--- config.mk ---
export PLATFORM = sky130hd
export DESIGN_NAME = read_arbiter
export DESIGN_NICKNAME = d
export VERILOG_FILES = /design/src/logic/axi_pkg.sv /design/src/logic/ctrl_pkg.sv /design/src/logic/read_arbiter.sv
export VERILOG_INCLUDE_DIRS = /design/src /design/src/logic
export SDC_FILE = /design/constraint.sdc
export NUM_CORES = 1
export LEC_CHECK = 0
export BUFFER_PORTS_ARGS = -buffer_cell sky130_fd_sc_hd__buf_2
export CAP_MARGIN = 20
export CORE_AREA = 2 2 130 132
export DETAILED_ROUTE_END_ITERATION = 10
export DIE_AREA = 0 0 132 134
export PLACE_DENSITY_LB_ADDON = 0.1
export SLEW_MARGIN = 20
export SYNTH_ARGS = -nofsm -noshare
export SYNTH_HDL_FRONTEND = slang
export SYNTH_SLANG_ARGS = --single-unit
--- constraint.sdc ---
create_clock -name clk -period 4.3 [get_ports clk]
set_input_delay 0.43 -clock clk [delete_from_list [all_inputs] [get_ports clk]]
set_output_delay 0.43 -clock clk [all_outputs]
set_load 0.03 [all_outputs]
--- src/logic/mem_defines.svh ---
`ifndef MEM_DEFINES_SVH
`define MEM_DEFINES_SVH

// AXI bus widths
`define AXI_ADDR_W   32                      // Byte address
`define AXI_DATA_W   64                      // One beat is one 64-bit word
`define AXI_STRB_W   8                       // One strobe bit per byte lane
`define AXI_LEN_W    8                       // Beats minus one
`define AXI_BYTE_OFF 3                       // log2 of bytes per beat
`define AXI_WORD_W   (`AXI_ADDR_W - `AXI_BYTE_OFF) // Full word address

// On-chip SRAM geometry, 8 KiB from address 0
`define SRAM_DEPTH   1024                    // Number of 64-bit words
`define SRAM_IDX_W   10                      // Array index width

`endif

--- src/logic/axi_pkg.sv ---
`include "mem_defines.svh"

package axi_pkg;

   ////////////////////
   // Response codes
   ////////////////////

   typedef enum logic [1:0] {
      RESP_OKAY   = 2'b00,                   // Normal access
      RESP_SLVERR = 2'b10                    // Beat outside the SRAM
   } resp_e;

   ////////////////////
   // Channel payloads
   ////////////////////

   // AR and AW share one request layout, INCR bursts of 8-byte beats only
   typedef struct packed {
      logic [`AXI_ADDR_W-1:0] addr;          // Start byte address
      logic [`AXI_LEN_W-1:0]  len;           // Beats minus one
   } ax_t;

   typedef struct packed {
      logic [`AXI_DATA_W-1:0] data;          // Read word
      resp_e                  resp;          // Per-beat status
      logic                   last;          // Final beat of the burst
   } r_t;

   typedef struct packed {
      logic [`AXI_DATA_W-1:0] data;          // Write word
      logic [`AXI_STRB_W-1:0] strb;          // Byte enables
      logic                   last;          // Final beat of the burst
   } w_t;

   typedef struct packed {
      resp_e resp;                           // Burst status
   } b_t;

endpackage

--- src/logic/ctrl_pkg.sv ---
package ctrl_pkg;

   typedef enum logic [1:0] {
      OWN_IDLE,                              // No master holds the read path
      OWN_IFU,                               // Fetch unit owns AR and R
      OWN_MEM                                // Load/store unit owns AR and R
   } rd_owner_e;

   typedef enum logic {
      RD_IDLE,                               // Waiting for AR
      RD_BURST                               // Streaming beats
   } rd_eng_e;

   typedef enum logic [1:0] {
      WR_IDLE,                               // Waiting for AW
      WR_DATA,                               // Taking W beats
      WR_RESP                                // Presenting B
   } wr_eng_e;

endpackage

--- src/logic/read_arbiter.sv ---
`timescale 1ns/10ps

module read_arbiter (
   input  logic         clk,
   input  logic         rst,

   // Fetch and mem masters, AR side
   input  axi_pkg::ax_t ar_ifu,
   input  axi_pkg::ax_t ar_mem,
   input  logic         arvalid_ifu,
   input  logic         arvalid_mem,
   output logic         arready_ifu,
   output logic         arready_mem,

   // Fetch and mem masters, R side
   output axi_pkg::r_t  r_ifu,
   output axi_pkg::r_t  r_mem,
   output logic         rvalid_ifu,
   output logic         rvalid_mem,
   input  logic         rready_ifu,
   input  logic         rready_mem,

   // Slave side
   output axi_pkg::ax_t ar,
   output logic         arvalid,
   input  logic         arready,
   input  axi_pkg::r_t  r,
   input  logic         rvalid,
   output logic         rready
);

   ctrl_pkg::rd_owner_e state;               // Current owner of the read path
   ctrl_pkg::rd_owner_e state_nxt;
   logic                last_acc;            // Final beat handed to the owner

   assign last_acc = rvalid && rready && r.last;

   ////////////////////
   // Ownership FSM
   ////////////////////

   always_comb begin
      state_nxt = state;                     // Hold by default
      case (state)
         ctrl_pkg::OWN_IDLE: begin
            if (arvalid_ifu)                 // Fetch wins ties
               state_nxt = ctrl_pkg::OWN_IFU;
            else if (arvalid_mem)
               state_nxt = ctrl_pkg::OWN_MEM;
         end
         ctrl_pkg::OWN_IFU,
         ctrl_pkg::OWN_MEM: begin
            if (last_acc)                    // Release after the last beat
               state_nxt = ctrl_pkg::OWN_IDLE;
         end
         default: state_nxt = ctrl_pkg::OWN_IDLE;
      endcase
   end

   always_ff @(posedge clk) begin
      if (rst)
         state <= ctrl_pkg::OWN_IDLE;
      else
         state <= state_nxt;
   end

   ////////////////////
   // Channel routing
   ////////////////////

   always_comb begin
      ar          = '0;                      // Idle drives nothing
      arvalid     = 1'b0;
      rready      = 1'b0;
      arready_ifu = 1'b0;
      arready_mem = 1'b0;
      r_ifu       = '0;                      // Non-owner payload reads zero
      r_mem       = '0;
      rvalid_ifu  = 1'b0;
      rvalid_mem  = 1'b0;
      case (state)
         ctrl_pkg::OWN_IFU: begin
            ar          = ar_ifu;
            arvalid     = arvalid_ifu;
            rready      = rready_ifu;
            arready_ifu = arready;
            r_ifu       = r;
            rvalid_ifu  = rvalid;
         end
         ctrl_pkg::OWN_MEM: begin
            ar          = ar_mem;            // Mem side selected on its own state
            arvalid     = arvalid_mem;
            rready      = rready_mem;
            arready_mem = arready;
            r_mem       = r;
            rvalid_mem  = rvalid;
         end
         default: arvalid = 1'b0;
      endcase
   end

endmodule

# Word-level counts from Yosys, hierarchy flattened
# Index checks and enable logic that the tools add are counted.
# totals
wordCells,23
input_bits,155
register_bits,2
output_inout_bits,180
# classes
muxes,13
reduce_logical,5
eq_ne,4
# op_table
operator,count
two-way mux 67 bit,2
case mux 40 bit (2 select lines),1
two-way mux 2 bit,3
two-way mux 1 bit,4
case mux 1 bit (2 select lines),2
case mux 2 bit (2 select lines),1
inequality test 3 bit (second input constant),1
== test 2 x 1 -> 1 bit (second input constant),1
== test 2 bit (second input constant),1
logical AND 1 bit,2
zero test 2 bit,1
inequality test 2 bit (second input constant),1
AND reduction 2 bit,1
OR reduction 2 bit,1

# Depth between registers and ports, before layout
# depth
word_depth,6
depth_mapped,6
ltp_nobuf,5

# Least setup slack after synthesis
# Ideal clock, no wire load.
# synth_path
path_kind,register to output
from,register state[0]
to,output port ar[38] in the netlist's numbering
arrival_ps,1467
slack_ps,2403
path_stages_with_launch,7
path_buffers,2
required_ps,3870
path_cell_list,dfxtp_1 > inv_1 > ha_1 > buf_2 > buf_2 > a22oi_1 > nor2b_1
# synth_lines
element,line,source
start: declaration,read_arbiter.sv:32,ctrl_pkg::rd_owner_e state;
start signal: assignment,read_arbiter.sv:62,state <= ctrl_pkg::OWN_IDLE;
start signal: assignment,read_arbiter.sv:64,state <= state_nxt;
end: declaration,read_arbiter.sv:24,"output axi_pkg::ax_t ar,"

==> results_dict.tcl <==
set metrics [dict create \
    status "completed" \
    htree_levels 1 \
    layout-drive-gt1-share 0.597 \
    clkTransAtPathRegs_ps 30 \
    viasPerCell 3.78 \
    layout.nets 740 \
    coreArea_sq_um 16300 \
    cts-root-buf "clkbuf_16" \
    maxSlewHeadroom 0.393 \
    diodes 0 \
    cts_buffers 3 \
    critPathArrivalTime_ps 2310 \
    ir_worst_vdd_mv 0.189 \
    min_from "rst" \
    grt-busiest-layer "met2" \
    grt_overflow 0 \
    reg2regPathDepth 6 \
    grt_pass1_vias 2773 \
    ys_seq_area_frac 0.0230 \
    synth_edf_count 0 \
    layout_commonest_cell "buf_2" \
    vias 3023 \
    finalCriticalPeriod_ps 2740 \
    r2r_setup_slack_ps 1960 \
    place.gp.congestion 0.847 \
    die-area_sq_um 17700 \
    syn_avg_cell_area_sq_um 6.48 \
    antenna_found_initial 0 \
    r2r_start "state[0]$_SDFFE_PP0P_" \
    timing.rr.end "state[1]$_SDFFE_PP0P_" \
    synth_fp_nets 427 \
    dr.pass1.iters 4 \
    worst-endpoint-required_ps 3870 \
    powerDensity_nw_per_um2 548 \
    fmax_mhz 365 \
    ys_seq_elements 2 \
    die_width_microns 132 \
    track_usage 0.104 \
    initial_core_util 0.107 \
    worst_pin_slew_ps 910 \
    ant_nets 0 \
    cts.repair.resized 0 \
    finalCritPeriodShare 0.638 \
    fin_hold_ws_ps 450 \
    finalHoldViolations 0 \
    wl_per_cell_microns 13.3 \
    io_pins 335 \
    largest_register "state" \
    whs_endpoint "state[0]$_SDFFE_PP0P_" \
    maxCapViolations 0 \
    reg_top3 "state: 2 flops" \
    crit_type "flop to primary output" \
    grt_max_degree 66 \
    fin_tns_setup_ps 0 \
    die_h_microns 134 \
    met1_usage 0.115 \
    ctsHoldBuffers 0 \
    yosysUniqueCellTypes 19 \
    min_path_cells 2 \
    end_kind "primary output" \
    port_buffers 334 \
    clock-sinks 2 \
    power.leakage_nw 2.21 \
    synth_area_sq_um 1740 \
    largest_register_ffs 2 \
    route.detailed.drc 0 \
    dpl.hpwl_microns 8770 \
    syn_inst 269 \
    clk_path_buf_depth 2 \
    use_met3 0.0159 \
    clk_latency_ps 220 \
    hold_path.class "input pin to flop" \
    ys_warn_count 0 \
    area_delta_synth_final_pct 112 \
    synthArstFlopShare 0 \
    postCtsSetupBuffers 0 \
    crit_fanout 65 \
    grt_pass1_wl_microns 15000 \
    grt_setup_unrepaired "no" \
    final-max-slew-violation-count 0 \
    fin_worst_skew_ps 0.418 \
    setup_viol 0 \
    final_cell_mix "334 x buf_2, 138 x and2_1, 43 x nor2b_1, 41 x a22oi_1" \
    rows 47 \
    ys.flop_type "dfxtp_1" \
    drtIter0Drc 84 \
    wirelength_microns 10600 \
    use_met2 0.208 \
    start_kind "flop" \
    cts_tree "done" \
    nFillCells 1874 \
]
## power breakdown
part / switching, mW / internal [mW] / total [mW]
combinational: 1.24 / 0.615 / 1.86
sequential: 0.00442 / 0.0261 / 0.0305
clock: 0.0211 / 0.118 / 0.139
total: 1.27 / 0.759 / 2.03
## critical path: stages, from the launching register on
cell     delay, ps
dfxtp_1        320
inv_1           90
ha_2           790
buf_12         310
a22oi_1        150
nor2b_1        180
buf_2          210
## layout make-up
type / count / area, sq um / share of cell area
tap: 220 / 275 / 0.0745
multi-input combinational: 235 / 1580 / 0.426
inverter: 3 / 11.3 / 0.00305
timing repair buffer: 337 / 1720 / 0.465
clock buffer: 3 / 75.1 / 0.0203
sequential: 2 / 40.0 / 0.0108
## Yosys cell counts, types with 2 or more instances
cell type	n	area share
buf_2	10	0.029
nor2b_1	43	0.15
and2_1	138	0.49
inv_1	3	0.0065
clkbuf_1	18	0.039
a22oi_1	41	0.18
dfxtp_1	2	0.023
ha_1	3	0.022
## worst max path at each step
stage                          startpoint  slack [ps]  depth (start not counted)     end
detailed placement  state[1]$_SDFFE_PP0P_        1710                          5  ar[30]
global route        state[0]$_SDFFE_PP0P_        1360                          6  ar[30]
global placement    state[1]$_SDFFE_PP0P_        1750                          5  ar[35]
floorplan           state[0]$_SDFFE_PP0P_        2400                          6  ar[38]
finish              state[1]$_SDFFE_PP0P_        1560                          6  ar[34]
CTS                 state[1]$_SDFFE_PP0P_        1470                          5  ar[30]
## logic make-up (layout without fill, tap and decap cells)
kind of cell | after synthesis | in the layout | synth area share
AND/OR/NAND/NOR | 184 | 184 | 0.659
AO/OA/AOI/OAI | 48 | 48 | 0.218
buffers and inverters | 32 | 343 | 0.0782
adder cells (fa/ha/maj) | 3 | 3 | 0.0215
flip-flops | 2 | 2 | 0.0230
## metal layers
metal  wire, microns  part of all wire  vias to the layer above
met5               0                 0                        -
met2            5720              0.54                      178
met1            4050              0.38                     1330
met4             160             0.015                        0
li1                -                 -                     1500
met3             697             0.066                       15
## per-stage QoR
stage | power, mW | util | worst slack, ps | cell area [sq um] | std cells
floorplan | 1.35 | - | 2400 | 1740 | 269
global placement | 1.92 | 0.222 | 1750 | 3620 | 797
detailed placement | 1.91 | 0.222 | 1710 | 3620 | 797
CTS | 2.05 | 0.227 | 1470 | 3690 | 800
global route | 2.16 | 0.227 | 1360 | 3700 | 800
finish | 2.03 | 0.227 | 1560 | 3700 | 800
Note: power is estimated with default switching activity, not from simulation.
