[src/logic/mem_defines.svh]
`ifndef MEM_DEFINES_SVH
`define MEM_DEFINES_SVH

// AXI bus widths
`define AXI_ADDR_W   32                      // Byte address
`define AXI_DATA_W   64                      // One beat is one 64-bit word
`define AXI_STRB_W   8                       // One strobe bit per byte lane
`define AXI_LEN_W    8                       // Beats minus one
`define AXI_BYTE_OFF 3                       // log2 of bytes per beat
`define AXI_WORD_W   (`AXI_ADDR_W - `AXI_BYTE_OFF) // Full word address

// On-chip SRAM geometry, 8 KiB from address 0
`define SRAM_DEPTH   1024                    // Number of 64-bit words
`define SRAM_IDX_W   10                      // Array index width

`endif

[src/logic/axi_pkg.sv]
`include "mem_defines.svh"

package axi_pkg;

   ////////////////////
   // Response codes
   ////////////////////

   typedef enum logic [1:0] {
      RESP_OKAY   = 2'b00,                   // Normal access
      RESP_SLVERR = 2'b10                    // Beat outside the SRAM
   } resp_e;

   ////////////////////
   // Channel payloads
   ////////////////////

   // AR and AW share one request layout, INCR bursts of 8-byte beats only
   typedef struct packed {
      logic [`AXI_ADDR_W-1:0] addr;          // Start byte address
      logic [`AXI_LEN_W-1:0]  len;           // Beats minus one
   } ax_t;

   typedef struct packed {
      logic [`AXI_DATA_W-1:0] data;          // Read word
      resp_e                  resp;          // Per-beat status
      logic                   last;          // Final beat of the burst
   } r_t;

   typedef struct packed {
      logic [`AXI_DATA_W-1:0] data;          // Write word
      logic [`AXI_STRB_W-1:0] strb;          // Byte enables
      logic                   last;          // Final beat of the burst
   } w_t;

   typedef struct packed {
      resp_e resp;                           // Burst status
   } b_t;

endpackage

[src/logic/ctrl_pkg.sv]
package ctrl_pkg;

   typedef enum logic [1:0] {
      OWN_IDLE,                              // No master holds the read path
      OWN_IFU,                               // Fetch unit owns AR and R
      OWN_MEM                                // Load/store unit owns AR and R
   } rd_owner_e;

   typedef enum logic {
      RD_IDLE,                               // Waiting for AR
      RD_BURST                               // Streaming beats
   } rd_eng_e;

   typedef enum logic [1:0] {
      WR_IDLE,                               // Waiting for AW
      WR_DATA,                               // Taking W beats
      WR_RESP                                // Presenting B
   } wr_eng_e;

endpackage

[src/logic/sram_rd_engine.sv]
`timescale 1ns/10ps
`include "mem_defines.svh"

module sram_rd_engine (
   input  logic                   clk,
   input  logic                   rst,
   input  axi_pkg::ax_t           ar,
   input  logic                   arvalid,
   output logic                   arready,
   output axi_pkg::r_t            r,
   output logic                   rvalid,
   input  logic                   rready,
   output logic [`SRAM_IDX_W-1:0] rd_word,    // Array read index
   input  logic [`AXI_DATA_W-1:0] rd_data     // Array read word
);

   ctrl_pkg::rd_eng_e       state;
   logic [`AXI_WORD_W-1:0]  word_q;          // Word address of the current beat
   logic [`AXI_LEN_W-1:0]   left_q;          // Beats after the current one
   logic                    in_range;
   logic                    beat_acc;

   assign in_range = word_q < `AXI_WORD_W'(`SRAM_DEPTH);
   assign beat_acc = rvalid && rready;
   assign rd_word  = word_q[`SRAM_IDX_W-1:0]; // Low bits, masked when out of range

   ////////////////////
   // Handshake outputs
   ////////////////////

   assign arready = (state == ctrl_pkg::RD_IDLE);
   assign rvalid  = (state == ctrl_pkg::RD_BURST);

   always_comb begin
      r.data = in_range ? rd_data : '0;     // Zero data outside the SRAM
      r.resp = in_range ? axi_pkg::RESP_OKAY : axi_pkg::RESP_SLVERR;
      r.last = (left_q == '0);
   end

   ////////////////////
   // Burst sequencing
   ////////////////////

   always_ff @(posedge clk) begin
      if (rst) begin
         state  <= ctrl_pkg::RD_IDLE;
         word_q <= '0;
         left_q <= '0;
      end else begin
         case (state)
            ctrl_pkg::RD_IDLE: begin
               if (arvalid) begin            // First beat shows next cycle
                  word_q <= ar.addr[`AXI_ADDR_W-1:`AXI_BYTE_OFF];
                  left_q <= ar.len;
                  state  <= ctrl_pkg::RD_BURST;
               end
            end
            ctrl_pkg::RD_BURST: begin
               if (beat_acc) begin           // Stalled beat holds otherwise
                  if (r.last)
                     state <= ctrl_pkg::RD_IDLE;
                  word_q <= word_q + 1'b1;   // INCR step of one word
                  left_q <= left_q - 1'b1;
               end
            end
            default: state <= ctrl_pkg::RD_IDLE;
         endcase
      end
   end

endmodule

[config.mk]
export PLATFORM = sky130hd
export DESIGN_NAME = sram_rd_engine
export DESIGN_NICKNAME = d
export VERILOG_FILES = /design/src/logic/axi_pkg.sv /design/src/logic/ctrl_pkg.sv /design/src/logic/sram_rd_engine.sv
export VERILOG_INCLUDE_DIRS = /design/src /design/src/logic
export SDC_FILE = /design/constraint.sdc
export NUM_CORES = 1
export LEC_CHECK = 0
export BUFFER_PORTS_ARGS = -buffer_cell sky130_fd_sc_hd__buf_2
export CAP_MARGIN = 0
export CORE_ASPECT_RATIO = 0.5
export CORE_MARGIN = 5
export CORE_UTILIZATION = 39
export CTS_CLUSTER_DIAMETER = 40
export DETAILED_ROUTE_END_ITERATION = 12
export GPL_ROUTABILITY_DRIVEN = 0
export PLACE_DENSITY = 0.78
export SLEW_MARGIN = 20
export SYNTH_ARGS = -nofsm -noshare
export SYNTH_HDL_FRONTEND = slang
export SYNTH_SLANG_ARGS = --single-unit
[constraint.sdc]
create_clock -name clk -period 1.7 [get_ports clk]
set_input_delay 0.255 -clock clk [delete_from_list [all_inputs] [get_ports clk]]
set_output_delay 0.255 -clock clk [all_outputs]
set_load 0.05 [all_outputs]
After elaboration in Yosys (flattened, before gate mapping)
Index checks and enable logic that the tools add are counted.

word-level totals
  register bits after elaboration = 38
  input port bits = 108
  output and inout bits = 79
  word-level logic and storage cells = 24

operators by class
  add/sub/neg operators = 2
  $lt $le $gt $ge = 1
  equality and inequality tests = 2
  multiplexer cells = 12
  bitwise operators = 1
  reduce and logical (&&, ||, !) cells = 3

operators by type and width
  operator                                                      number
  2-to-1 mux 64 bit                                             1
  2-to-1 mux 29 bit                                             2
  one-hot mux 29 bit (2 select lines)                           1
  adder 29 x 1 -> 29 bit, second input constant                 1
  less-than comparator 29 x 11 -> 1 bit, second input constant  1
  2-to-1 mux 8 bit                                              2
  one-hot mux 8 bit (2 select lines)                            1
  zero test 8 bit                                               1
  subtractor 8 x 1 -> 8 bit, second input constant              1
  2-to-1 mux 1 bit                                              3
  2-to-1 mux 2 bit                                              1
  != test 2 x 1 -> 1 bit, second input constant                 1
  != test 2 bit, second input constant                          1
  one-hot mux 1 bit (2 select lines)                            1
  AND reduction 2 bit                                           1
  logical AND 1 bit                                             1
  inverter 1 bit                                                1

Logic depth before layout (Yosys ltp)
Gate-level depths: netlist of run 1.

  depth in word-level cells = 4
  gate-level depth with buffers = 7
  mapped depth without buffers = 7

Worst setup path after synthesis of run 1
No wires, ideal clock.

  kind = reg2reg
  start point = register left_q[3]
  end point = register state (netlist: rvalid)
  library setup time = 193 ps
  data arrival time = 2142 ps
  data required time = 1507 ps
  path slack = -636 ps
  cell stages (with the launch flop) = 4
  path buffers = 0
  period minus slack after synthesis = 2336 ps
  cell sequence = dfxtp_1 -> or4_1 -> nor3_1 -> a211oi_1

RTL lines
  element                 line                  text
  start, declared         sram_rd_engine.sv:19  logic [`AXI_LEN_W-1:0] left_q;
  start signal, assigned  sram_rd_engine.sv:54  left_q <= ar.len;
  start signal, assigned  sram_rd_engine.sv:63  left_q <= left_q - 1'b1;
  end signal, assigned    sram_rd_engine.sv:46  state <= ctrl_pkg::RD_IDLE;
  end signal, assigned    sram_rd_engine.sv:55  state <= ctrl_pkg::RD_BURST;
  end signal, assigned    sram_rd_engine.sv:61  state <= ctrl_pkg::RD_IDLE;
  end, declared           sram_rd_engine.sv:17  ctrl_pkg::rd_eng_e state;

==> out/qor.csv, run 1 <==
metric,value,unit
outcome,finished with violations,
violations,negative setup slack,
track_usage,0.282,
hold_violations,0,
max_stage_delay,0.34,ns
timing.critical_path.cells,nor4_4 -> nand4_1 -> nor4_4 -> buf_6 -> buf_12 -> and2_2 -> buf_8,
final_cell_area,0.00544,sq mm
core,0.00721,sq mm
cts_tree,yes,
area_delta_synth_final,91.7,%
syn_area,0.00284,sq mm
whs,0.204,ns
fin_setup_tns,-33.39,ns
syn_avg_cell_area,7.55,sq um
timing.final.crit_share,1.32,
placedCellCount,670,
syn_inst,376,
p_leak,2.44,nW
synth-seq-cells,38,
crit_required,1.44,ns
crit_path_end_kind,output pin,
yosysWarnings,0,
path_buf_inv,3,
num_vias,3955,
synth_nets,486,
place_area,0.00425,sq mm
crit_type,flop to output pin,
clockBufferDepth,2,
cts.sinks,38,
hpwlAfterDp,8940,um
cp-start-kind,flop,
pin_count,187,
antenna_found_initial,6,
die_area,0.00919,sq mm
drt_iter0_markers,248,
crit_slowest_cell,dfxtp_2,
viasPerCell,5.67,
slew_violations,0,
clkTransAtPathRegs,0.06,ns
clk_latency,0.29,ns
drt-total-wl,14300,um
grt_max_degree,29,
cp_top_family,simple AND/OR/NAND/NOR gates,
avgRoutedWirePerCell,20.5,um
initial_utilization,0.393,
hold_path.class,input port to flop,
synth.distinct_cells,56,
drive_gt1_frac,0.629,
grt_pass1_vias,3801,
cpMostUsedCell,nor4_4,
grt_overflow,0,
h-tree-depth,2,
setup_viol,71,
rows,22,
grt_pass1_wl,20700,um
drc,0,
min_period,2.25,ns
skew,0.00751,ns
cts-root-buf,clkbuf_16,
setup_slack,-0.545,ns
crit_path_max_fanout,16,
cts_buffers,5,
die_h,70.3,um
instances_no_fill,697,
timing.fmax,0.445,GHz
dr.pass1.iters,5,
ys_seq_area_frac,0.268,
fin_nets,704,
rsz0062_at_grt,yes,
arrival,1.99,ns
max_cap_violations,0,
drtAntennaViolNets,0,
ir_drop,0.375,mV
die_w,131,um
power_density,693,mW/mm^2
numPortBuffers,182,
-- registers in the layout, indices dropped and copies added (netlist names) --
register	flops
left_q	8
rvalid	1
word_q	29
-- kinds of logic (layout without fill, tap and decap cells) --
family,Yosys count,count (layout),synth area share
buffers and inverters,42,261,0.0763
xor gates and xnor gates,8,8,0.0247
muxes,1,1,0.00353
DFF,38,38,0.268
other,1,7,0.00132
and+or+nand+nor,190,190,0.396
AOI/OAI and AO/OA,94,94,0.222
adders and majority gates,2,2,0.00882
-- worst min-delay path: cells and delay by family --
family | cells | cell delay [ns]
buffers and inverters | 1 | 0.08
AND/OR/NAND/NOR | 1 | 0.07
AO/OA/AOI/OAI | 1 | 0.06
-- worst paths after layout --
kind	startpoint	end	slack (ns)	cells after the start
max reg2reg	word_q[18]	word_q[26]	-0.10	7
min reg2reg	left_q[1]	left_q[1]	0.47	2
max	word_q[16]	r[37]	-0.55	7
min	ar[13]	word_q[2]	0.20	3
-- Yosys cell counts (all sizes together) --
cell     instances  area (sq um)
o21bai           2          15.0
o32ai            3          26.3
and2            66           413
and4             6          52.6
o211ai           3          22.5
a311oi           3          32.5
a21oi           24           120
nor4            12          81.3
mux2i            1          10.0
o311ai           1          8.76
o2bb2ai          1          8.76
o21a             1          7.51
a21o             2          15.0
a211oi           9          72.6
inv              6          22.5
a32o             1          10.0
nor2b            5          31.3
nor4b            1          23.8
nand2b           5          31.3
or4              3          22.5
a2bb2oi          1          8.76
nand4           10          83.8
o21ai           10          50.1
dfxtp           38           761
xor2             8          70.1
a31oi            8          50.1
or3              4          25.0
o31ai            1          7.51
nor2            22          85.1
nand2           27           104
and3             6          42.5
o22ai           10          62.6
a222oi           1          10.0
a31o             1          8.76
buf             25           153
o31a             1          8.76
a41oi            1          8.76
conb             1          3.75
nor3             9          56.3
a22oi           10          75.1
clkbuf          11          41.3
ha               2          25.0
nand3           14          70.1
-- power by group --
group / internal, mW / total [mW] / leakage (nW) / switching [mW]
Clock: 0.687 / 1.07 / 0.0836 / 0.386
Combinational: 0.721 / 1.64 / 2.03 / 0.920
Sequential: 0.972 / 1.06 / 0.319 / 0.0846
-- area by class of cell --
type	instances	area (sq um)
antenna	6	15.0
clock buffer	5	125
clock inverter	3	40.0
fill	471	1770
inverter	6	25.0
multi-input combinational	296	2190
sequential	38	783
tap	96	120
timing repair buffer	247	2140
-- routing by layer --
metal / vias to the layer above / wire, um / track usage
met5: - / 0 / 0
met4: 0 / 525 / 0.0958
met3: 43 / 1100 / 0.0397
met2: 208 / 7130 / 0.490
met1: 1903 / 5560 / 0.356
li1: 1801 / - / -
-- metrics by stage --
stage	utilization	setup slack (ns)	power (mW)
after floorplan	-	-0.134	1.91
after global placement	0.589	-0.352	2.30
after detailed placement	0.589	-0.454	2.33
after CTS	0.738	-0.669	3.70
after global routing	0.754	-0.607	3.92
final	0.754	-0.545	3.77
-- timing repair --
item	4_1_cts	5_1_grt
cloned	5	0
hold endpoints to repair	0	0
pin swaps	12	35
setup buffers	12	1
resized for setup	222	73
endpoints found under the setup margin	72	85
hold buffers	0	0
-- placed cells by master, fill, tap and decap left out, types with 6 or more instances in the layout --
| master | netlist | routed |
|---|---|---|
| buf_8 | 0 | 62 |
| a31oi_1 | 8 | 8 |
| dfxtp_1 | 38 | 22 |
| buf_6 | 0 | 14 |
| diode_2 | 0 | 6 |
| a211oi_1 | 8 | 7 |
| buf_2 | 11 | 116 |
| o22ai_1 | 10 | 10 |
| nor2_1 | 21 | 20 |
| and2_4 | 0 | 59 |
| dfxtp_2 | 0 | 15 |
| nand3_1 | 14 | 10 |
| nand4_1 | 8 | 8 |
| xor2_1 | 8 | 8 |
| a22oi_1 | 10 | 10 |
| buf_4 | 12 | 50 |
| a21oi_1 | 24 | 23 |
| nand2_1 | 26 | 25 |
| nor3_1 | 8 | 6 |
Power figures use the tool's default switching activity.
==> run 2: changes to the inputs <==
Settings changed: CORE_ASPECT_RATIO 0.5 to 2, CTS_CLUSTER_SIZE set to 40, MAX_ROUTING_LAYER set to met4.
==> out/qor.csv, run 2 (synthesis results as in run 1) <==
metric,value,unit,change
rows,44,,+100%
reg2reg_setup_slack,-0.06,ns,+0.04 ns
slew_violations,0,,unchanged
grt_pass1_vias,3754,,-1.2%
cts.sinks,38,,unchanged
drt_iter0_markers,380,,+53%
hold_violations,0,,unchanged
crit_path_end_kind,output pin,,
cts_buffers,5,,unchanged
min_period,2.30,ns,+0.0549 ns
skew,0.00374,ns,-0.00377 ns
p_leak,2.50,nW,+2.4%
grt_pass1_wl,19500,um,-5.8%
setup_slack,-0.600,ns,-0.0549 ns
drc,0,,unchanged
cp_top_family,simple AND/OR/NAND/NOR gates,,
numPortBuffers,182,,unchanged
clockBufferDepth,2,,unchanged
pin_count,187,,unchanged
dr.pass1.iters,5,,unchanged
power_density,662,mW/mm^2,-4.6%
path_buf_inv,3,,unchanged
whs,0.232,ns,+0.0278 ns
grt_max_degree,22,,-24%
crit_type,flop to output pin,,
fin_nets,717,,+1.8%
rsz0062_at_grt,yes,,
cts_hold_buf,0,,unchanged
cts-root-buf,clkbuf_16,,
die_area,0.00919,sq mm,about the same
arrival,2.04,ns,+0.05 ns
initial_utilization,0.397,,+0.00303
final_cell_mix,"116 x buf_2, 66 x buf_4, 60 x buf_8, 48 x and2_4, 28 x dfxtp_1",,
h-tree-depth,2,,unchanged
drtAntennaViolNets,0,,unchanged
use_met1,0.331,,-0.0250
outcome,finished with violations,,
clk_latency,0.28,ns,about the same
grtUsageMet2,0.444,,-0.0454
grt_use_met3,0.0590,,+0.0192
antenna_found_initial,0,,-6
max_cap_violations,0,,unchanged
die_w,70.3,um,-46%
die_h,131,um,+86%
core,0.00716,sq mm,-0.76%
timing.final.crit_share,1.35,,+0.0323
ir_drop,0.604,mV,+61%
area_delta_synth_final,92.8,%,
largest_register,word_q,,
power,3.62,mW,-4.0%
busiest_layer,met2,,
cpMostUsedCell,nor4_4,,
timing.critical_path.cells,nor4_4 -> nand4_1 -> nor4_4 -> buf_6 -> clkbuf_16 -> and2_4 -> buf_8,,
insertedDiodeCount,0,,-6
cts_tree,yes,,
timing.fmax,0.435,GHz,-2.4%
cp-start-kind,flop,,
hpwlAfterDp,8360,um,-6.4%
hold_path.class,input port to flop,,
violations,negative setup slack,,
placedCellCount,672,,+0.30%
viasPerCell,5.79,,+2.1%
num_vias,4050,,+2.4%
setup_viol,69,,-2.8%
clkTransAtPathRegs,0.06,ns,about the same
instances_no_fill,699,,+0.29%
crit_slowest_cell,dfxtp_2,,
max_stage_delay,0.34,ns,about the same
drt-total-wl,14500,um,+1.3%
mostFrequentLayoutCell,buf_2,,
drive_gt1_frac,0.611,,-0.0174
avgRoutedWirePerCell,20.8,um,+1.0%
grt_overflow,0,,unchanged
crit_path_max_fanout,8,,-8
track_usage,0.272,,-0.00978
crit_required,1.44,ns,about the same
largest_reg_flops,29,,unchanged
run 2: cell types whose count changed in the layout (fill, tap and decap cells not counted), moves of 3 or more:
| cell | change |
|---|---|
| buf_6 | -4 |
| and2_2 | +11 |
| clkbuf_16 | +3 |
| dfxtp_2 | -8 |
| nand3_1 | +3 |
| and2_4 | -11 |
| dfxtp_1 | +6 |
| diode_2 | -6 |
| nand3_2 | -3 |
| buf_4 | +16 |
run 2: worst reg2reg max path: stages (launching register included):
cell	delay [ns]
dfxtp_4	0.36
ha_4	0.14
nand4_1	0.22
buf_4	0.23
nor2_2	0.12
nand4_1	0.13
buf_4	0.16
a21oi_1	0.18
o32ai_2	0.09
run 2: through the flow:
stage                     TNS, ns  utilization  cell area [sq um]  worst slack [ns]
after CTS                  -31.02        0.716               5120            -0.505
after floorplan             -4.27            -               2990            -0.134
after global placement     -22.29        0.597               4270            -0.365
after detailed placement   -21.08        0.597               4270            -0.341
final                      -37.26        0.764               5470            -0.600
after global routing       -38.77        0.764               5470            -0.611
run 2: cell type report:
type	instances	area [sq um]
repair buffers	260	2280
multi-input cells	296	2130
fillers	474	1690
flip-flops and latches	38	781
clock buffers	5	125
well taps	92	115
inverters	6	25.0
clock inverters	2	10.0
run 2: final timing paths:
check	start	endpoint	cells past startpoint
max	word_q[12]	r[28]	7
min	ar[2]	left_q[2]	3
max reg2reg	word_q[1]	word_q[12]	8
min reg2reg	left_q[1]	left_q[1]	2
run 2: power breakdown:
part	switching, mW	total (mW)	internal [mW]
combinational	0.934	1.69	0.761
sequential	0.0804	1.05	0.969
clock	0.346	0.875	0.529
total	1.36	3.62	2.26
run 2: per-layer routing:
| metal | vias up | part of all wire |
|---|---|---|
| met2 | 279 | 0.52 |
| met4 | 0 | 0.038 |
| li1 | 1820 | - |
| met3 | 48 | 0.079 |
| met5 | - | 0 |
| met1 | 1903 | 0.36 |
run 2: repair_timing:
item | in CTS | in global routing
resized for setup | 185 | 68
hold endpoints to repair | 0 | 0
gates cloned | 4 | 2
endpoints found under the setup margin | 67 | 86
pin swaps | 4 | 34
buffers inserted | 3 | 11
==> run 3: changes to the inputs <==
Settings changed: RECOVER_POWER set to 100.
==> out/qor.csv, run 3 (synthesis results as in run 1) <==
metric,value,unit,change
grt_pass1_wl,19500,um,unchanged
largest_reg_flops,29,,unchanged
power,3.60,mW,-0.62%
numPortBuffers,182,,unchanged
ff2ff_path_depth,6,,-2
ir_drop,0.606,mV,+0.28%
setup_slack,-0.612,ns,-0.0124 ns
num_vias,4037,,-0.32%
die_area,0.00919,sq mm,unchanged
grt_pass1_vias,3754,,unchanged
dpl_worst_slack,-0.341,ns,unchanged
cp-start-kind,flop,,
crit_type,flop to output pin,,
insertedDiodeCount,0,,unchanged
cpMostUsedCell,nor4_4,,
combPwrFrac,0.465,,-0.003
pwr-share-clk,0.244,,+0.002
drive_gt1_frac,0.595,,-0.0165
max_cap_violations,0,,unchanged
timing.final.crit_share,1.36,,+0.00729
fin_nets,717,,unchanged
fillCellCount,485,,+2.3%
worst_pin_slew,0.615,ns,
outcome,finished with violations,,
track_usage,0.272,,unchanged
h-tree-depth,2,,unchanged
drt_iter0_markers,393,,+3.4%
clockBufferDepth,2,,unchanged
multi_input_area,0.00212,sq mm,-0.53%
crit_slowest_cell,dfxtp_2,,
slew_violations,0,,unchanged
slew_headroom,0.592,,
switching_power,1.35,mW,-0.41%
p_leak,2.45,nW,-1.7%
grt_overflow,0,,unchanged
die_w,70.3,um,unchanged
core,0.00716,sq mm,unchanged
drc,0,,unchanged
clkTransAtPathRegs,0.06,ns,about the same
regArea,779,sq um,-0.16%
avgRoutedWirePerCell,20.7,um,-0.22%
crit_path_end_kind,output pin,,
initial_utilization,0.397,,unchanged
reg2reg_setup_slack,-0.12,ns,-0.06 ns
violations,negative setup slack,,
cts_buffers,5,,unchanged
crit_path_max_fanout,8,,unchanged
cts_tree,yes,,
timing.critical_path.cells,nor4_4 -> nand4_1 -> nor4_4 -> buf_6 -> clkbuf_16 -> and2_4 -> buf_8,,
hold_end,left_q[2],,
arrival,2.06,ns,+0.02 ns
cts.sinks,38,,unchanged
hpwlAfterDp,8360,um,unchanged
rsz0062_at_grt,yes,,
grt_max_degree,22,,unchanged
final_cell_mix,"107 x buf_2, 62 x buf_4, 60 x buf_8, 48 x and2_4, 29 x dfxtp_1",,
dr.pass1.iters,7,,+2
p_seq_frac,0.291,,about the same
crit_required,1.44,ns,about the same
rows,44,,unchanged
mostFrequentLayoutCell,buf_2,,
worstHoldStart,ar[2],,
whs,0.232,ns,+0.000420 ns
hold_path_depth,3,,unchanged
timing.rr.end,word_q[13],,
r2r_start,rvalid,,
final_cell_area,0.00542,sq mm,-0.94%
timing.fmax,0.432,GHz,-0.54%
largest_register,word_q,,
hold_path.class,input port to flop,,
skew,0.00312,ns,-0.000615 ns
pin_count,187,,unchanged
drtAntennaViolNets,0,,unchanged
cts-root-buf,clkbuf_16,,
netSwitchingFraction,0.377,,+0.000829
drt-total-wl,14500,um,-0.22%
area_delta_synth_final,91.0,%,
antenna_found_initial,0,,unchanged
max_stage_delay,0.33,ns,about the same
setup_viol,72,,+4.3%
min_period,2.31,ns,+0.0124 ns
place_area,0.00427,sq mm,unchanged
intPower,2.24,mW,-0.76%
hold_violations,0,,unchanged
fin_setup_tns,-38.31,ns,-1.05 ns
viasPerCell,5.78,,-0.32%
power_density,664,mW/mm^2,+0.32%
clk_latency,0.28,ns,about the same
die_h,131,um,unchanged
run 3: how the worst max path moves through the flow:
| stage | start | endpoint | slack (ns) | cells after the start |
|---|---|---|---|---|
| final | word_q[12] | r[28] | -0.61 | 7 |
| after floorplan | word_q[12] | r[37] | -0.13 | 6 |
| after global placement | word_q[27] | r[54] | -0.36 | 6 |
| after detailed placement | word_q[27] | r[38] | -0.34 | 6 |
| after CTS | word_q[27] | r[64] | -0.50 | 7 |
| after global routing | word_q[13] | r[33] | -0.61 | 7 |
run 3: cell type report:
class | instances | area share
flip-flops and latches | 38 | 0.144
multi-input cells | 296 | 0.392
clock inverters | 2 | 0.00185
inverters | 6 | 0.00462
repair buffers | 260 | 0.414
well taps | 92 | 0.0212
clock buffers | 5 | 0.0231
run 3: power groups by stage:
stage / clock network, mW / registers, mW / logic (mW)
2_1_floorplan: 0 / 1.07 / 0.844
3_3_place_gp: 0 / 1.04 / 1.27
3_5_place_dp: 0 / 1.05 / 1.29
4_1_cts: 0.886 / 1.04 / 1.54
5_1_grt: 0.931 / 1.06 / 1.75
6_report: 0.876 / 1.05 / 1.67
run 3: metrics by stage:
step                      cells  utilization
after floorplan             376            -
final                       699        0.757
after CTS                   686        0.716
after global routing        699        0.757
after detailed placement    672        0.597
after global placement      672        0.597
run 3: timing repair:
item,4_1_cts,5_1_grt
setup buffers,3,11
hold buffers,0,0
setup endpoints to repair,67,86
gates resized for setup,185,68
gates cloned,4,2
pin swaps,4,34
run 3: worst max-delay path, delay by kind of cell (launching register included):
family | cells | cell delay, ns
simple gates | 4 | 0.92
flops | 1 | 0.33
buf+inv | 3 | 0.52
run 3: layer usage:
metal  routed length, um  vias to the layer above  GRT usage
met4                 631                        0     0.0948
met2                7410                      285      0.444
met3                1290                       50     0.0590
met5                   0                        -          -
met1                5140                     1879      0.331
li1                    -                     1823          -
