## config.mk

```make
export PLATFORM = sky130hd
export DESIGN_NAME = sram_wr_engine
export DESIGN_NICKNAME = d
export VERILOG_FILES = /design/src/logic/axi_pkg.sv /design/src/logic/ctrl_pkg.sv /design/src/logic/sram_wr_engine.sv
export VERILOG_INCLUDE_DIRS = /design/src /design/src/logic
export SDC_FILE = /design/constraint.sdc
export NUM_CORES = 1
export LEC_CHECK = 0
export BUFFER_PORTS_ARGS = -buffer_cell sky130_fd_sc_hd__buf_4
export CAP_MARGIN = 20
export CORE_AREA = 2 2 128 68
export DETAILED_ROUTE_END_ITERATION = 10
export DIE_AREA = 0 0 130 70
export PLACE_DENSITY_LB_ADDON = 0.15
export SLEW_MARGIN = 20
export SYNTH_ARGS = -nofsm -noshare
export SYNTH_HDL_FRONTEND = slang
export SYNTH_SLANG_ARGS = --single-unit
```

## constraint.sdc

```tcl
create_clock -name clk -period 2.43 [get_ports clk]
set_input_delay 0.3645 -clock clk [delete_from_list [all_inputs] [get_ports clk]]
set_output_delay 0.3645 -clock clk [all_outputs]
set_load 0.005 [all_outputs]
```

## src/logic/mem_defines.svh

```systemverilog
`ifndef MEM_DEFINES_SVH
`define MEM_DEFINES_SVH

// AXI bus widths
`define AXI_ADDR_W   32                      // Byte address
`define AXI_DATA_W   64                      // One beat is one 64-bit word
`define AXI_STRB_W   8                       // One strobe bit per byte lane
`define AXI_LEN_W    8                       // Beats minus one
`define AXI_BYTE_OFF 3                       // log2 of bytes per beat
`define AXI_WORD_W   (`AXI_ADDR_W - `AXI_BYTE_OFF) // Full word address

// On-chip SRAM geometry, 8 KiB from address 0
`define SRAM_DEPTH   1024                    // Number of 64-bit words
`define SRAM_IDX_W   10                      // Array index width

`endif

```

## src/logic/axi_pkg.sv

```systemverilog
`include "mem_defines.svh"

package axi_pkg;

   ////////////////////
   // Response codes
   ////////////////////

   typedef enum logic [1:0] {
      RESP_OKAY   = 2'b00,                   // Normal access
      RESP_SLVERR = 2'b10                    // Beat outside the SRAM
   } resp_e;

   ////////////////////
   // Channel payloads
   ////////////////////

   // AR and AW share one request layout, INCR bursts of 8-byte beats only
   typedef struct packed {
      logic [`AXI_ADDR_W-1:0] addr;          // Start byte address
      logic [`AXI_LEN_W-1:0]  len;           // Beats minus one
   } ax_t;

   typedef struct packed {
      logic [`AXI_DATA_W-1:0] data;          // Read word
      resp_e                  resp;          // Per-beat status
      logic                   last;          // Final beat of the burst
   } r_t;

   typedef struct packed {
      logic [`AXI_DATA_W-1:0] data;          // Write word
      logic [`AXI_STRB_W-1:0] strb;          // Byte enables
      logic                   last;          // Final beat of the burst
   } w_t;

   typedef struct packed {
      resp_e resp;                           // Burst status
   } b_t;

endpackage

```

## src/logic/ctrl_pkg.sv

```systemverilog
package ctrl_pkg;

   typedef enum logic [1:0] {
      OWN_IDLE,                              // No master holds the read path
      OWN_IFU,                               // Fetch unit owns AR and R
      OWN_MEM                                // Load/store unit owns AR and R
   } rd_owner_e;

   typedef enum logic {
      RD_IDLE,                               // Waiting for AR
      RD_BURST                               // Streaming beats
   } rd_eng_e;

   typedef enum logic [1:0] {
      WR_IDLE,                               // Waiting for AW
      WR_DATA,                               // Taking W beats
      WR_RESP                                // Presenting B
   } wr_eng_e;

endpackage

```

## src/logic/sram_wr_engine.sv

```systemverilog
`timescale 1ns/10ps
`include "mem_defines.svh"

module sram_wr_engine (
   input  logic                   clk,
   input  logic                   rst,
   input  axi_pkg::ax_t           aw,
   input  logic                   awvalid,
   output logic                   awready,
   input  axi_pkg::w_t            w,
   input  logic                   wvalid,
   output logic                   wready,
   output axi_pkg::b_t            b,
   output logic                   bvalid,
   input  logic                   bready,
   output logic                   wr_en,      // Array write strobe
   output logic [`SRAM_IDX_W-1:0] wr_word,
   output logic [`AXI_DATA_W-1:0] wr_data,
   output logic [`AXI_STRB_W-1:0] wr_strb
);

   ctrl_pkg::wr_eng_e       state;
   logic [`AXI_WORD_W-1:0]  word_q;          // Word address of the next beat
   logic                    err_q;           // Sticky out-of-range flag
   logic                    in_range;
   logic                    beat_acc;

   assign in_range = word_q < `AXI_WORD_W'(`SRAM_DEPTH);
   assign beat_acc = wvalid && wready;

   assign awready = (state == ctrl_pkg::WR_IDLE);
   assign wready  = (state == ctrl_pkg::WR_DATA);
   assign bvalid  = (state == ctrl_pkg::WR_RESP);
   assign b.resp  = err_q ? axi_pkg::RESP_SLVERR : axi_pkg::RESP_OKAY;

   ////////////////////
   // Array write port
   ////////////////////

   assign wr_en   = beat_acc && in_range;    // Dropped beats never touch the array
   assign wr_word = word_q[`SRAM_IDX_W-1:0];
   assign wr_data = w.data;
   assign wr_strb = w.strb;

   always_ff @(posedge clk) begin
      if (rst) begin
         state  <= ctrl_pkg::WR_IDLE;
         word_q <= '0;
         err_q  <= 1'b0;
      end else begin
         case (state)
            ctrl_pkg::WR_IDLE: begin
               if (awvalid) begin
                  word_q <= aw.addr[`AXI_ADDR_W-1:`AXI_BYTE_OFF];
                  err_q  <= 1'b0;            // Fresh status per burst
                  state  <= ctrl_pkg::WR_DATA;
               end
            end
            ctrl_pkg::WR_DATA: begin
               if (beat_acc) begin
                  word_q <= word_q + 1'b1;
                  err_q  <= err_q || !in_range;
                  if (w.last)                // Burst length set by wlast
                     state <= ctrl_pkg::WR_RESP;
               end
            end
            ctrl_pkg::WR_RESP: begin
               if (bready)
                  state <= ctrl_pkg::WR_IDLE;
            end
            default: state <= ctrl_pkg::WR_IDLE;
         endcase
      end
   end

endmodule

```

# == Word level (Yosys, flattened, before mapping) ==
# Index checks and enable logic that the tools add are counted.
# word_totals
ff_bits,32
inputBits,118
elab_cells,31
# classes
addsub,1
mux,12
magnitude_cmp,1
n_eq_ne,6
reduce_logical,8
# op_table
cell,n
29-bit two-way mux,2
29-bit one-hot mux with 2 select lines,1
"29-bit by 1-bit adder with 29-bit output, second input constant",1
"29-bit by 11-bit less-than comparator with 1-bit output, second input constant",1
2-bit two-way mux,5
2-bit one-hot mux with 3 select lines,1
"2-bit by 1-bit != test with 1-bit output, second input constant",2
"2-bit != test, second input constant",2
4-bit AND reduction,1
3-bit AND reduction,1
"2-bit by 1-bit == test with 1-bit output, second input constant",1
"2-bit == test, second input constant",1
1-bit logical AND,2
2-bit logical NOT,1
1-bit two-way mux,2
1-bit one-hot mux with 2 select lines,1
2-bit nonzero test,1
1-bit logical NOT,1
1-bit logical OR,1

# == Depth between registers and ports, before layout ==
# Gate-level depths: netlist of the first run.
# logic_depth
word_depth,5
ltp_mapped,6
mapped_depth_nobuf,5

# == Worst setup path before layout of the first run ==
# Ideal clock, no wire load.
# synth_timing
path_kind,flip-flop to flip-flop
from,register word_q[0]
to,register word_q[22]
t_arrival_ns,1.873
path_buffers,1
path_stages_with_launch,7
period_less_slack_ns,1.995
slack_ns,0.435
required_ns,2.308
path_cell_list,dfxtp_1 -> ha_1 -> and4_1 -> clkbuf_1 -> nand4_2 -> or3_1 -> a311o_1
# synth_via
elab_chain_cells,3
# synth_rtl
element,line_no,text
from (decl),sram_wr_engine.sv:23,logic [`AXI_WORD_W-1:0] word_q;
from (signal assigned),sram_wr_engine.sv:54,word_q <= aw.addr[`AXI_ADDR_W-1:`AXI_BYTE_OFF];
from (signal assigned),sram_wr_engine.sv:61,word_q <= word_q + 1'b1;
29-bit by 1-bit adder with 29-bit output,sram_wr_engine.sv:61,
29-bit two-way mux,sram_wr_engine.sv:60,if (beat_acc) begin
29-bit one-hot mux with 2 select lines,sram_wr_engine.sv:51,case (state)
# Every way passes these cells. The select of a mux whose other input is x is not followed.
# A chain may end at the register's enable or synchronous reset.

# == Final worst setup path of the first run ==
# layout_timing
from,register word_q[14]
to,output wr_en
# layout_via
elab_chain_cells,2
# layout_rtl
element,line_no,text
29-bit by 11-bit less-than comparator with 1-bit output,sram_wr_engine.sv:28,assign in_range = word_q < `AXI_WORD_W'(`SRAM_DEPTH);
1-bit logical AND,sram_wr_engine.sv:40,assign wr_en = beat_acc && in_range;
to (decl),sram_wr_engine.sv:16,"output logic wr_en,"
# Every way passes these cells.

==> flow_summary.toml, run 1 <==
[sta]
slew_viol_final = 0
timing.max_slew.rel_slack_pct = 66.12
max_clock_freq_mhz = 467.1
layout_setup_ws_ns = 0.2890
grt_setup_unrepaired = "no"
layout_min_cycle_time_ns = 2.141
timing.clock.skew_ns = 0.005804
setup_total_negative_slack_ns = 0
worstMarginPinSlew_ns = 0.5070
final_hold_viol_count = 0
final_min_period_over_clock_period_pct = 88.11
finalSetupViolCount = 0
hold_ws_ns = 0.3493

[clock_network]
cts_tree = "yes"
cts_sinks = 32
cts.clk_slew.worst_paths_ns = 0.06
htree_num_levels = 2
cts_made_buffers = 5
cts_setup_buffers = 0
clock_insertion_delay_worst_skew_ns = 0.28
cts-root-to-sink-buffers = 2
ctsResizeCount = 0
postCtsHoldBufs = 0
clock_tree.root_cell = "clkbuf_16"

[grt]
grt.total_usage_pct = 19.57
grt_pass1_vias = 2525
grt_overflow_total = 0
grt_antenna_before_repair = 0
grt_start_max_net_pins = 36
wire_length_of_the_first_global_routing_pass_mm = 13.89

[route]
route.vias.total = 2712
drcViolationCount = 0
dr.first_iter.drc_count = 294
routedWlPerCell_um = 18.70
postRouteWirelength_mm = 8.732
drt_pre_antenna_iters = 5
via_to_cell_ratio = 5.807
detail-route-antenna-nets = 0

[synthesis]
synth_seq_area_share_pct = 22.30
yosysWarnings = 0
postSynthRegisterBits = 32
synth_cell_type_count = 55
async_flop_share_pct = 0
dominantRegCellSynth = "dfxtp_1"
synth_edf_count = 0
post_synth.cell_area_avg_um2 = 7.540
synth.net_count = 500
mappedNetlistArea_um2 = 2873
netlist_instances = 381

[min_path]
hold_path.class = "in2reg"

[cells_and_area]
antenna_cells = 0
drive_above_1_share_pct = 24.00
nets = 468
syn_to_final_growth_pct = 2.874
final_util_pct = 36.05
layout.cells.most_common = "buf_4"
final_cell_mix = "buf_4 (70), dfxtp_1 (32), nand2_1 (26)"
layout.filler_cells = 882
multi_input_area_um2 = 1456
ff_latch_area_um2 = 640.6

[setup_path]
setup.worst_path.start_class = "register"
worst_endpoint_data_arrival_time_ns = 1.78
critical_path_required_ns = 2.07
element_type_at_the_critical_path_end = "output pin"
regToRegEndpoint = "word_q[28]$_SDFFE_PP0P_"
reg2reg_slack_ns = 0.38
critPathCapture = "wr_en"
critical_path_peak_fanout = 8
crit-reg2reg-launch = "word_q[1]$_SDFFE_PP0P_"
critical_path.startpoint = "word_q[14]$_SDFFE_PP0P_"
timing.setup.critical_path_class = "reg2out"
r2r.worst_path.cells = 6

[place]
io_buffers = 49
dp_slack_ns = 0.3960
place.gp.congestion = 0.8121
post-dp-hpwl_mm = 6.461

[power_and_ir_drop]
power_density_normalized_to_cell_area_nw_per_um2 = 557.6
peakVddDrop_mv = 0.2533
p_leak_nw = 1.121

[floorplan]
rows = 24
dieWidth_um = 130
ioPinCount = 206
die_area_um2 = 9100
initial_core_util_pct = 35.04
design.core.area_um2 = 8198
fp.dieH_um = 70

[job]
max_cap_violations = 0

[outcome]
outcome = "complete, no violations"
## layer usage
| layer | share of wire [%] | global-route usage [%] | up-vias | wire (µm) |
|---|---|---|---|---|
| met2 | 34 | 22.16 | 134 | 2999 |
| met1 | 54 | 33.02 | 1292 | 4692 |
| met4 | 0.82 | 3.226 | 0 | 72 |
| met5 | 0 | 0 | - | 0 |
| li1 | - | - | 1269 | - |
| met3 | 11 | 7.126 | 17 | 967 |
## per-stage QoR
stage	instances	instance area (µm²)	power, mW
2_1_floorplan	381	2873	0.9486
3_3_place_gp	459	2806	1.001
3_5_place_dp	459	2806	1.002
4_1_cts	467	2955	1.659
5_1_grt	467	2955	1.728
6_report	467	2955	1.648
## worst min-delay path by stage
stage	startpoint	endpoint	depth (start not counted)
5_1_grt	aw[27]	word_q[16]$_SDFFE_PP0P_	3
6_report	aw[29]	word_q[18]$_SDFFE_PP0P_	3
3_5_place_dp	err_q$_SDFFE_PP0P_	err_q$_SDFFE_PP0P_	2
4_1_cts	aw[29]	word_q[18]$_SDFFE_PP0P_	3
3_3_place_gp	err_q$_SDFFE_PP0P_	err_q$_SDFFE_PP0P_	2
2_1_floorplan	err_q$_SDFFE_PP0P_	err_q$_SDFFE_PP0P_	2
## critical path, stage by stage, from the launching register on
cell and delay [ns]:
dfxtp_1 0.37, nor4_1 0.47, nand2_1 0.13, nor4_1 0.33, buf_4 0.18
## cell families after synthesis
| family | count (synthesis) | share of synthesized area, % |
|---|---|---|
| and+or+nand+nor | 138 | 28.00 |
| DFF | 32 | 22.30 |
| AOI/OAI and AO/OA | 87 | 21.04 |
| buffers and inverters | 119 | 27.00 |
| other | 1 | 0.1305 |
| muxes | 3 | 1.089 |
| adders and majority gates | 1 | 0.4355 |
## where the power goes
group          total, mW  switching (mW)  internal (mW)
logic              0.356           0.187          0.169
clock network      0.651           0.247          0.404
registers          0.641          0.0692          0.572
## cells in the mapped netlist (all sizes together) (8+ instances only)
library cell   n  area, µm²
o311ai         8      70.07
nand3         11      55.05
dfxtp         32      640.6
o21ai         17      85.08
nor4          12      75.07
nand2         26      97.59
buf           91      670.6
nand4         12      87.58
inv            9      33.78
nor2          15      56.30
or4           12      90.09
a21oi         17      85.08
and4          10      87.58
clkbuf        18      67.56
## registers in the layout (all words and copies together) (netlist names)
name,flops
err_q,1
word_q,29
state,2
## area by class of cell
class	count	share of cell area, %
multi-input combinational	230	49.28
sequential	32	21.68
timing repair buffer	70	17.78
tap	117	4.953
clock buffer	6	4.699
inverter	10	1.270
clock inverter	2	0.3387
No activity file was read; power rests on OpenSTA's default activity.
==> inputs of run 2 (changes only) <==
==> constraint.sdc (replaced) <==
create_clock -name clk -period 2.4 [get_ports clk]
set_input_delay 0.36 -clock clk [delete_from_list [all_inputs] [get_ports clk]]
set_output_delay 0.36 -clock clk [all_outputs]
set_load 0.005 [all_outputs]
==> flow_summary.toml, run 2 (same netlist as run 1, synthesis figures left out) <==
[outcome]
outcome = "complete, no violations"

[sta]
setup_total_negative_slack_ns = 0
worstMarginPinSlew_ns = 0.4906
layout_setup_ws_ns = 0.2690
layout_min_cycle_time_ns = 2.131
hold_ws_ns = 0.3384
finalSetupViolCount = 0
max_clock_freq_mhz = 469.3
final_hold_viol_count = 0
timing.clock.skew_ns = 0.008923
timing.max_slew.rel_slack_pct = 67.02
grt_setup_unrepaired = "no"
final_min_period_over_clock_period_pct = 88.79
slew_viol_final = 0

[grt]
grt_start_max_net_pins = 36
global_route_met3_usage_pct = 8.966
wire_length_of_the_first_global_routing_pass_mm = 13.77
globalRouteMet2Util_pct = 21.76
grt_antenna_before_repair = 0
met1_usage_pct = 32.55
grt_most_used_layer = "met1"
grt.total_usage_pct = 19.90
grt_pass1_vias = 2434
grt_overflow_total = 0

[clock_network]
cts_made_buffers = 5
cts.clk_slew.worst_paths_ns = 0.05
cts_setup_buffers = 0
cts_tree = "yes"
ctsResizeCount = 0
cts_sinks = 32
clock_tree.root_cell = "clkbuf_16"
cts-root-to-sink-buffers = 2
htree_num_levels = 2
clock_insertion_delay_worst_skew_ns = 0.29
postCtsHoldBufs = 0

[route]
drcViolationCount = 0
detail-route-antenna-nets = 0
drt_pre_antenna_iters = 5
route.vias.total = 2677
dr.first_iter.drc_count = 231
postRouteWirelength_mm = 8.782
routedWlPerCell_um = 18.76
via_to_cell_ratio = 5.720

[cells_and_area]
leading_registers_by_flop_count = "word_q: 29 flops, state: 2 flops, err_q: 1 flops"
max_ffs_per_register = 29
layout.cells.most_common = "buf_4"
final_util_pct = 36.05
most_flop_heavy_register = "word_q"
final_cell_mix = "buf_4 (72), dfxtp_1 (32), nand2_1 (26)"
nets = 470
instances_no_fill = 468
syn_to_final_growth_pct = 2.874
antenna_cells = 0
drive_above_1_share_pct = 23.93

[floorplan]
design.core.area_um2 = 8198
fp.dieH_um = 70
dieWidth_um = 130
initial_core_util_pct = 35.04
rows = 24
ioPinCount = 206
die_area_um2 = 9100

[min_path]
min-delay-start = "aw[27]"
hold-path-endpoint = "word_q[16]$_SDFFE_PP0P_"
worst_hold_path.num_cells = 3
hold_path.class = "in2reg"

[place]
io_buffers = 49
place.gp.congestion = 0.8253
dp_slack_ns = 0.3575
post-place-cells = 461
post-dp-hpwl_mm = 6.451

[setup_path]
reg2reg_slack_ns = 0.36
regToRegEndpoint = "word_q[22]$_SDFFE_PP0P_"
critical_path_required_ns = 2.04
critical_path_peak_fanout = 8
crit-reg2reg-launch = "word_q[1]$_SDFFE_PP0P_"
worst_endpoint_data_arrival_time_ns = 1.77
timing.setup.critical_path_class = "reg2out"
r2r.worst_path.cells = 5
element_type_at_the_critical_path_end = "output pin"
setup.worst_path.start_class = "register"

[power_and_ir_drop]
intPower_mw = 1.130
power_frac_seq_pct = 39.5
power_frac_clock_pct = 38.2
netSwitchingPower_uw = 509.6
power_density_normalized_to_cell_area_nw_per_um2 = 554.8
peakVddDrop_mv = 0.2411
p_leak_nw = 1.121
switching_part_of_the_total_power_pct = 31.08
pwr-share-comb_pct = 22.3

[job]
max_cap_violations = 0
==> run 2: cell count changes in the layout (fill, tap and decap cells not counted), sizes merged <==
| cell | previous run | this run |
|---|---|---|
| clkinv | 3 | 2 |
| buf | 70 | 72 |
==> run 2: critical path, stage by stage, from the launching register on <==
cell	delay, ns
dfxtp_1	0.37
nor4_1	0.49
nand2_1	0.14
nor4_1	0.31
buf_4	0.18
==> run 2: power by group through the flow <==
stage / clock, mW / sequential [mW] / combinational (mW)
2_1_floorplan: 0 / 0.629 / 0.331
3_3_place_gp: 0 / 0.657 / 0.358
3_5_place_dp: 0 / 0.657 / 0.362
4_1_cts: 0.640 / 0.646 / 0.364
5_1_grt: 0.667 / 0.658 / 0.404
6_report: 0.626 / 0.648 / 0.365
==> run 2: final cells by class <==
type | count | area (µm²)
well taps | 117 | 146.4
multi-input cells | 230 | 1456
clock inverters | 1 | 5.005
flip-flops and latches | 32 | 640.6
fillers | 897 | 5243
clock buffers | 6 | 128.9
repair buffers | 72 | 540.5
inverters | 10 | 37.54
==> run 2: per-stage QoR <==
stage | area (µm²) | power (mW)
global placement | 2821 | 1.016
finish | 2955 | 1.640
CTS | 2955 | 1.650
detailed placement | 2821 | 1.019
floorplan | 2873 | 0.9604
global route | 2955 | 1.729
==> run 2: worst max-delay path by stage <==
stage / startpoint / endpoint / slack, ns / depth (start not counted)
after floorplan: word_q[0]$_SDFFE_PP0P_ / word_q[22]$_SDFFE_PP0P_ / 0.41 / 6
after global placement: word_q[1]$_SDFFE_PP0P_ / word_q[26]$_SDFFE_PP0P_ / 0.38 / 6
after detailed placement: word_q[1]$_SDFFE_PP0P_ / word_q[26]$_SDFFE_PP0P_ / 0.36 / 6
after CTS: word_q[14]$_SDFFE_PP0P_ / wr_en / 0.28 / 4
after global routing: word_q[14]$_SDFFE_PP0P_ / wr_en / 0.17 / 4
final: word_q[14]$_SDFFE_PP0P_ / wr_en / 0.27 / 4
==> run 2: metal layers <==
layer,share of wire (%),vias to the layer above
li1,-,1274
met1,54,1268
met2,34,116
met3,11,19
met4,1.2,0
met5,0,-
==> inputs of run 3 (changes only) <==
--- a/config.mk
+++ b/config.mk
@@ -12,6 +12,8 @@
 export DETAILED_ROUTE_END_ITERATION = 10
 export DIE_AREA = 0 0 130 70
 export PLACE_DENSITY_LB_ADDON = 0.15
+export REMOVE_ABC_BUFFERS = 1
+export SKIP_LAST_GASP = 1
 export SLEW_MARGIN = 20
 export SYNTH_ARGS = -nofsm -noshare
 export SYNTH_HDL_FRONTEND = slang
==> flow_summary.toml, run 3 (same netlist as run 1, synthesis figures left out) <==
[setup_path]
setup.worst_path.start_class = "register"
cpMaxStageDelayCell = "dfxtp_2"
critical_path_peak_fanout = 9
slowest_delay_ns = 0.42
critical_path_required_ns = 2.04
element_type_at_the_critical_path_end = "output pin"
critical_path.most_common_cell = "buf_4"
crit_family = "simple AND/OR/NAND/NOR gates"
critical_path.n_buffers_inverters = 3
reg2reg_slack_ns = 0.35
r2r.worst_path.cells = 6
path_cells = "buf_4, nand2b_1, clkinv_1, nand2_1, nor4_1, buf_4"
crit-reg2reg-launch = "word_q[1]$_SDFFE_PP0P_"
worst_endpoint_data_arrival_time_ns = 1.80
timing.setup.critical_path_class = "reg2out"
regToRegEndpoint = "word_q[28]$_SDFFE_PP0P_"

[clock_network]
cts-root-to-sink-buffers = 2
cts.clk_slew.worst_paths_ns = 0.05
htree_num_levels = 2
postCtsHoldBufs = 0
cts_setup_buffers = 0
cts_made_buffers = 5
clock_tree.root_cell = "clkbuf_16"
cts_sinks = 32
clock_insertion_delay_worst_skew_ns = 0.29
cts_tree = "yes"

[sta]
final_hold_viol_count = 0
finalSetupViolCount = 0
slew_viol_final = 0
final_min_period_over_clock_period_pct = 89.96
layout_setup_ws_ns = 0.2409
timing.clock.skew_ns = 0.001929
layout_min_cycle_time_ns = 2.159
grt_setup_unrepaired = "no"
max_clock_freq_mhz = 463.2

[power_and_ir_drop]
p_leak_nw = 1.130
peakVddDrop_mv = 0.2708
power_density_normalized_to_cell_area_nw_per_um2 = 566.8

[route]
route.vias.total = 2960
dr.first_iter.drc_count = 425
detail-route-antenna-nets = 0
postRouteWirelength_mm = 14.91
via_to_cell_ratio = 6.298
drcViolationCount = 0
routedWlPerCell_um = 31.73
drt_pre_antenna_iters = 7

[floorplan]
die_area_um2 = 9100
ioPinCount = 206
dieWidth_um = 130
initial_core_util_pct = 35.04
fp.dieH_um = 70
rows = 24
design.core.area_um2 = 8198

[grt]
grt_most_used_layer = "met1"
met1_usage_pct = 47.32
grt_start_max_net_pins = 36
global_route_met3_usage_pct = 30.50
wire_length_of_the_first_global_routing_pass_mm = 20.48
grt.total_usage_pct = 32.98
grt_pass1_vias = 2556
globalRouteMet2Util_pct = 29.67
grt_overflow_total = 0
grt_antenna_before_repair = 0

[place]
post-dp-hpwl_mm = 11.66
dp_slack_ns = 0.3472
placed_area_um2 = 2829
place.gp.congestion = 0.8753
io_buffers = 49

[cells_and_area]
ff_latch_area_um2 = 641.9
final_cell_mix = "buf_4 (73), dfxtp_1 (31), nand2_1 (26)"
syn_to_final_growth_pct = 3.615
nets = 471
layout.cells.most_common = "buf_4"
layout.filler_cells = 899
leading_registers_by_flop_count = "word_q: 29 flops, state: 2 flops, err_q: 1 flops"
final_design_area_no_fill_um2 = 2977
drive_above_1_share_pct = 24.36
most_flop_heavy_register = "word_q"
max_ffs_per_register = 29
antenna_cells = 0
multi_input_area_um2 = 1456

[min_path]
worst_hold_path.num_cells = 3
hold_path.class = "in2reg"
hold-path-endpoint = "word_q[18]$_SDFFE_PP0P_"
min-delay-start = "aw[29]"

[job]
max_cap_violations = 0

[outcome]
outcome = "complete, no violations"
[run 3: worst max path at each step]
stage                                start                       to  depth (start not counted)
CTS                  state[0]$_SDFFE_PP0P_                    wr_en                          6
global placement    word_q[1]$_SDFFE_PP0P_  word_q[28]$_SDFFE_PP0P_                          6
floorplan            state[1]$_SDFFE_PP0P_  word_q[12]$_SDFFE_PP0P_                          4
global route         state[0]$_SDFFE_PP0P_                    wr_en                          6
detailed placement   state[0]$_SDFFE_PP0P_  word_q[25]$_SDFFE_PP0P_                          4
finish               state[0]$_SDFFE_PP0P_                    wr_en                          6
[run 3: layer usage]
layer | vias to the layer above | routed length, µm
met5 | - | 238
met4 | 10 | 182
met3 | 26 | 3213
met2 | 268 | 4367
met1 | 1376 | 6912
li1 | 1280 | -
[run 3: area by class of cell]
cell class	instances	share of cell area, %
clock buffers	8	4.918
inverters	10	1.261
multi-input cells	230	48.93
flip-flops and latches	32	21.56
well taps	117	4.918
repair buffers	73	18.41
[run 3: power by group]
part	total, mW	internal [mW]	switching, mW
registers	0.650	0.580	0.0702
logic	0.369	0.173	0.196
clock network	0.668	0.414	0.254
[run 3: worst register-to-register path, cell delays in order (launching register included)]
cell     delay (ns)
dfxtp_1        0.41
ha_1           0.28
and4_1         0.27
nand4_2        0.21
buf_4          0.22
o311a_1        0.33
a211o_1        0.22
[run 3: repair_timing]
item | in CTS | in global routing
endpoints found under the hold margin | 0 | 0
gates resized for setup | 0 | 1
endpoints found under the setup margin | 0 | 1
[run 3: metrics by stage]
| stage | total power [mW] | setup TNS [ns] | hold slack, ns | instances | util, % |
|---|---|---|---|---|---|
| 5_1_grt | 1.762 | 0 | 0.3549 | 470 | 36.31 |
| 2_1_floorplan | 0.8179 | -0.1019 | 0.4291 | 272 | - |
| 3_5_place_dp | 1.020 | 0 | 0.4769 | 462 | 34.51 |
| 4_1_cts | 1.691 | 0 | 0.3318 | 470 | 36.29 |
| 6_report | 1.687 | 0 | 0.3379 | 470 | 36.31 |
| 3_3_place_gp | 1.020 | 0 | 0.4436 | 462 | 34.51 |
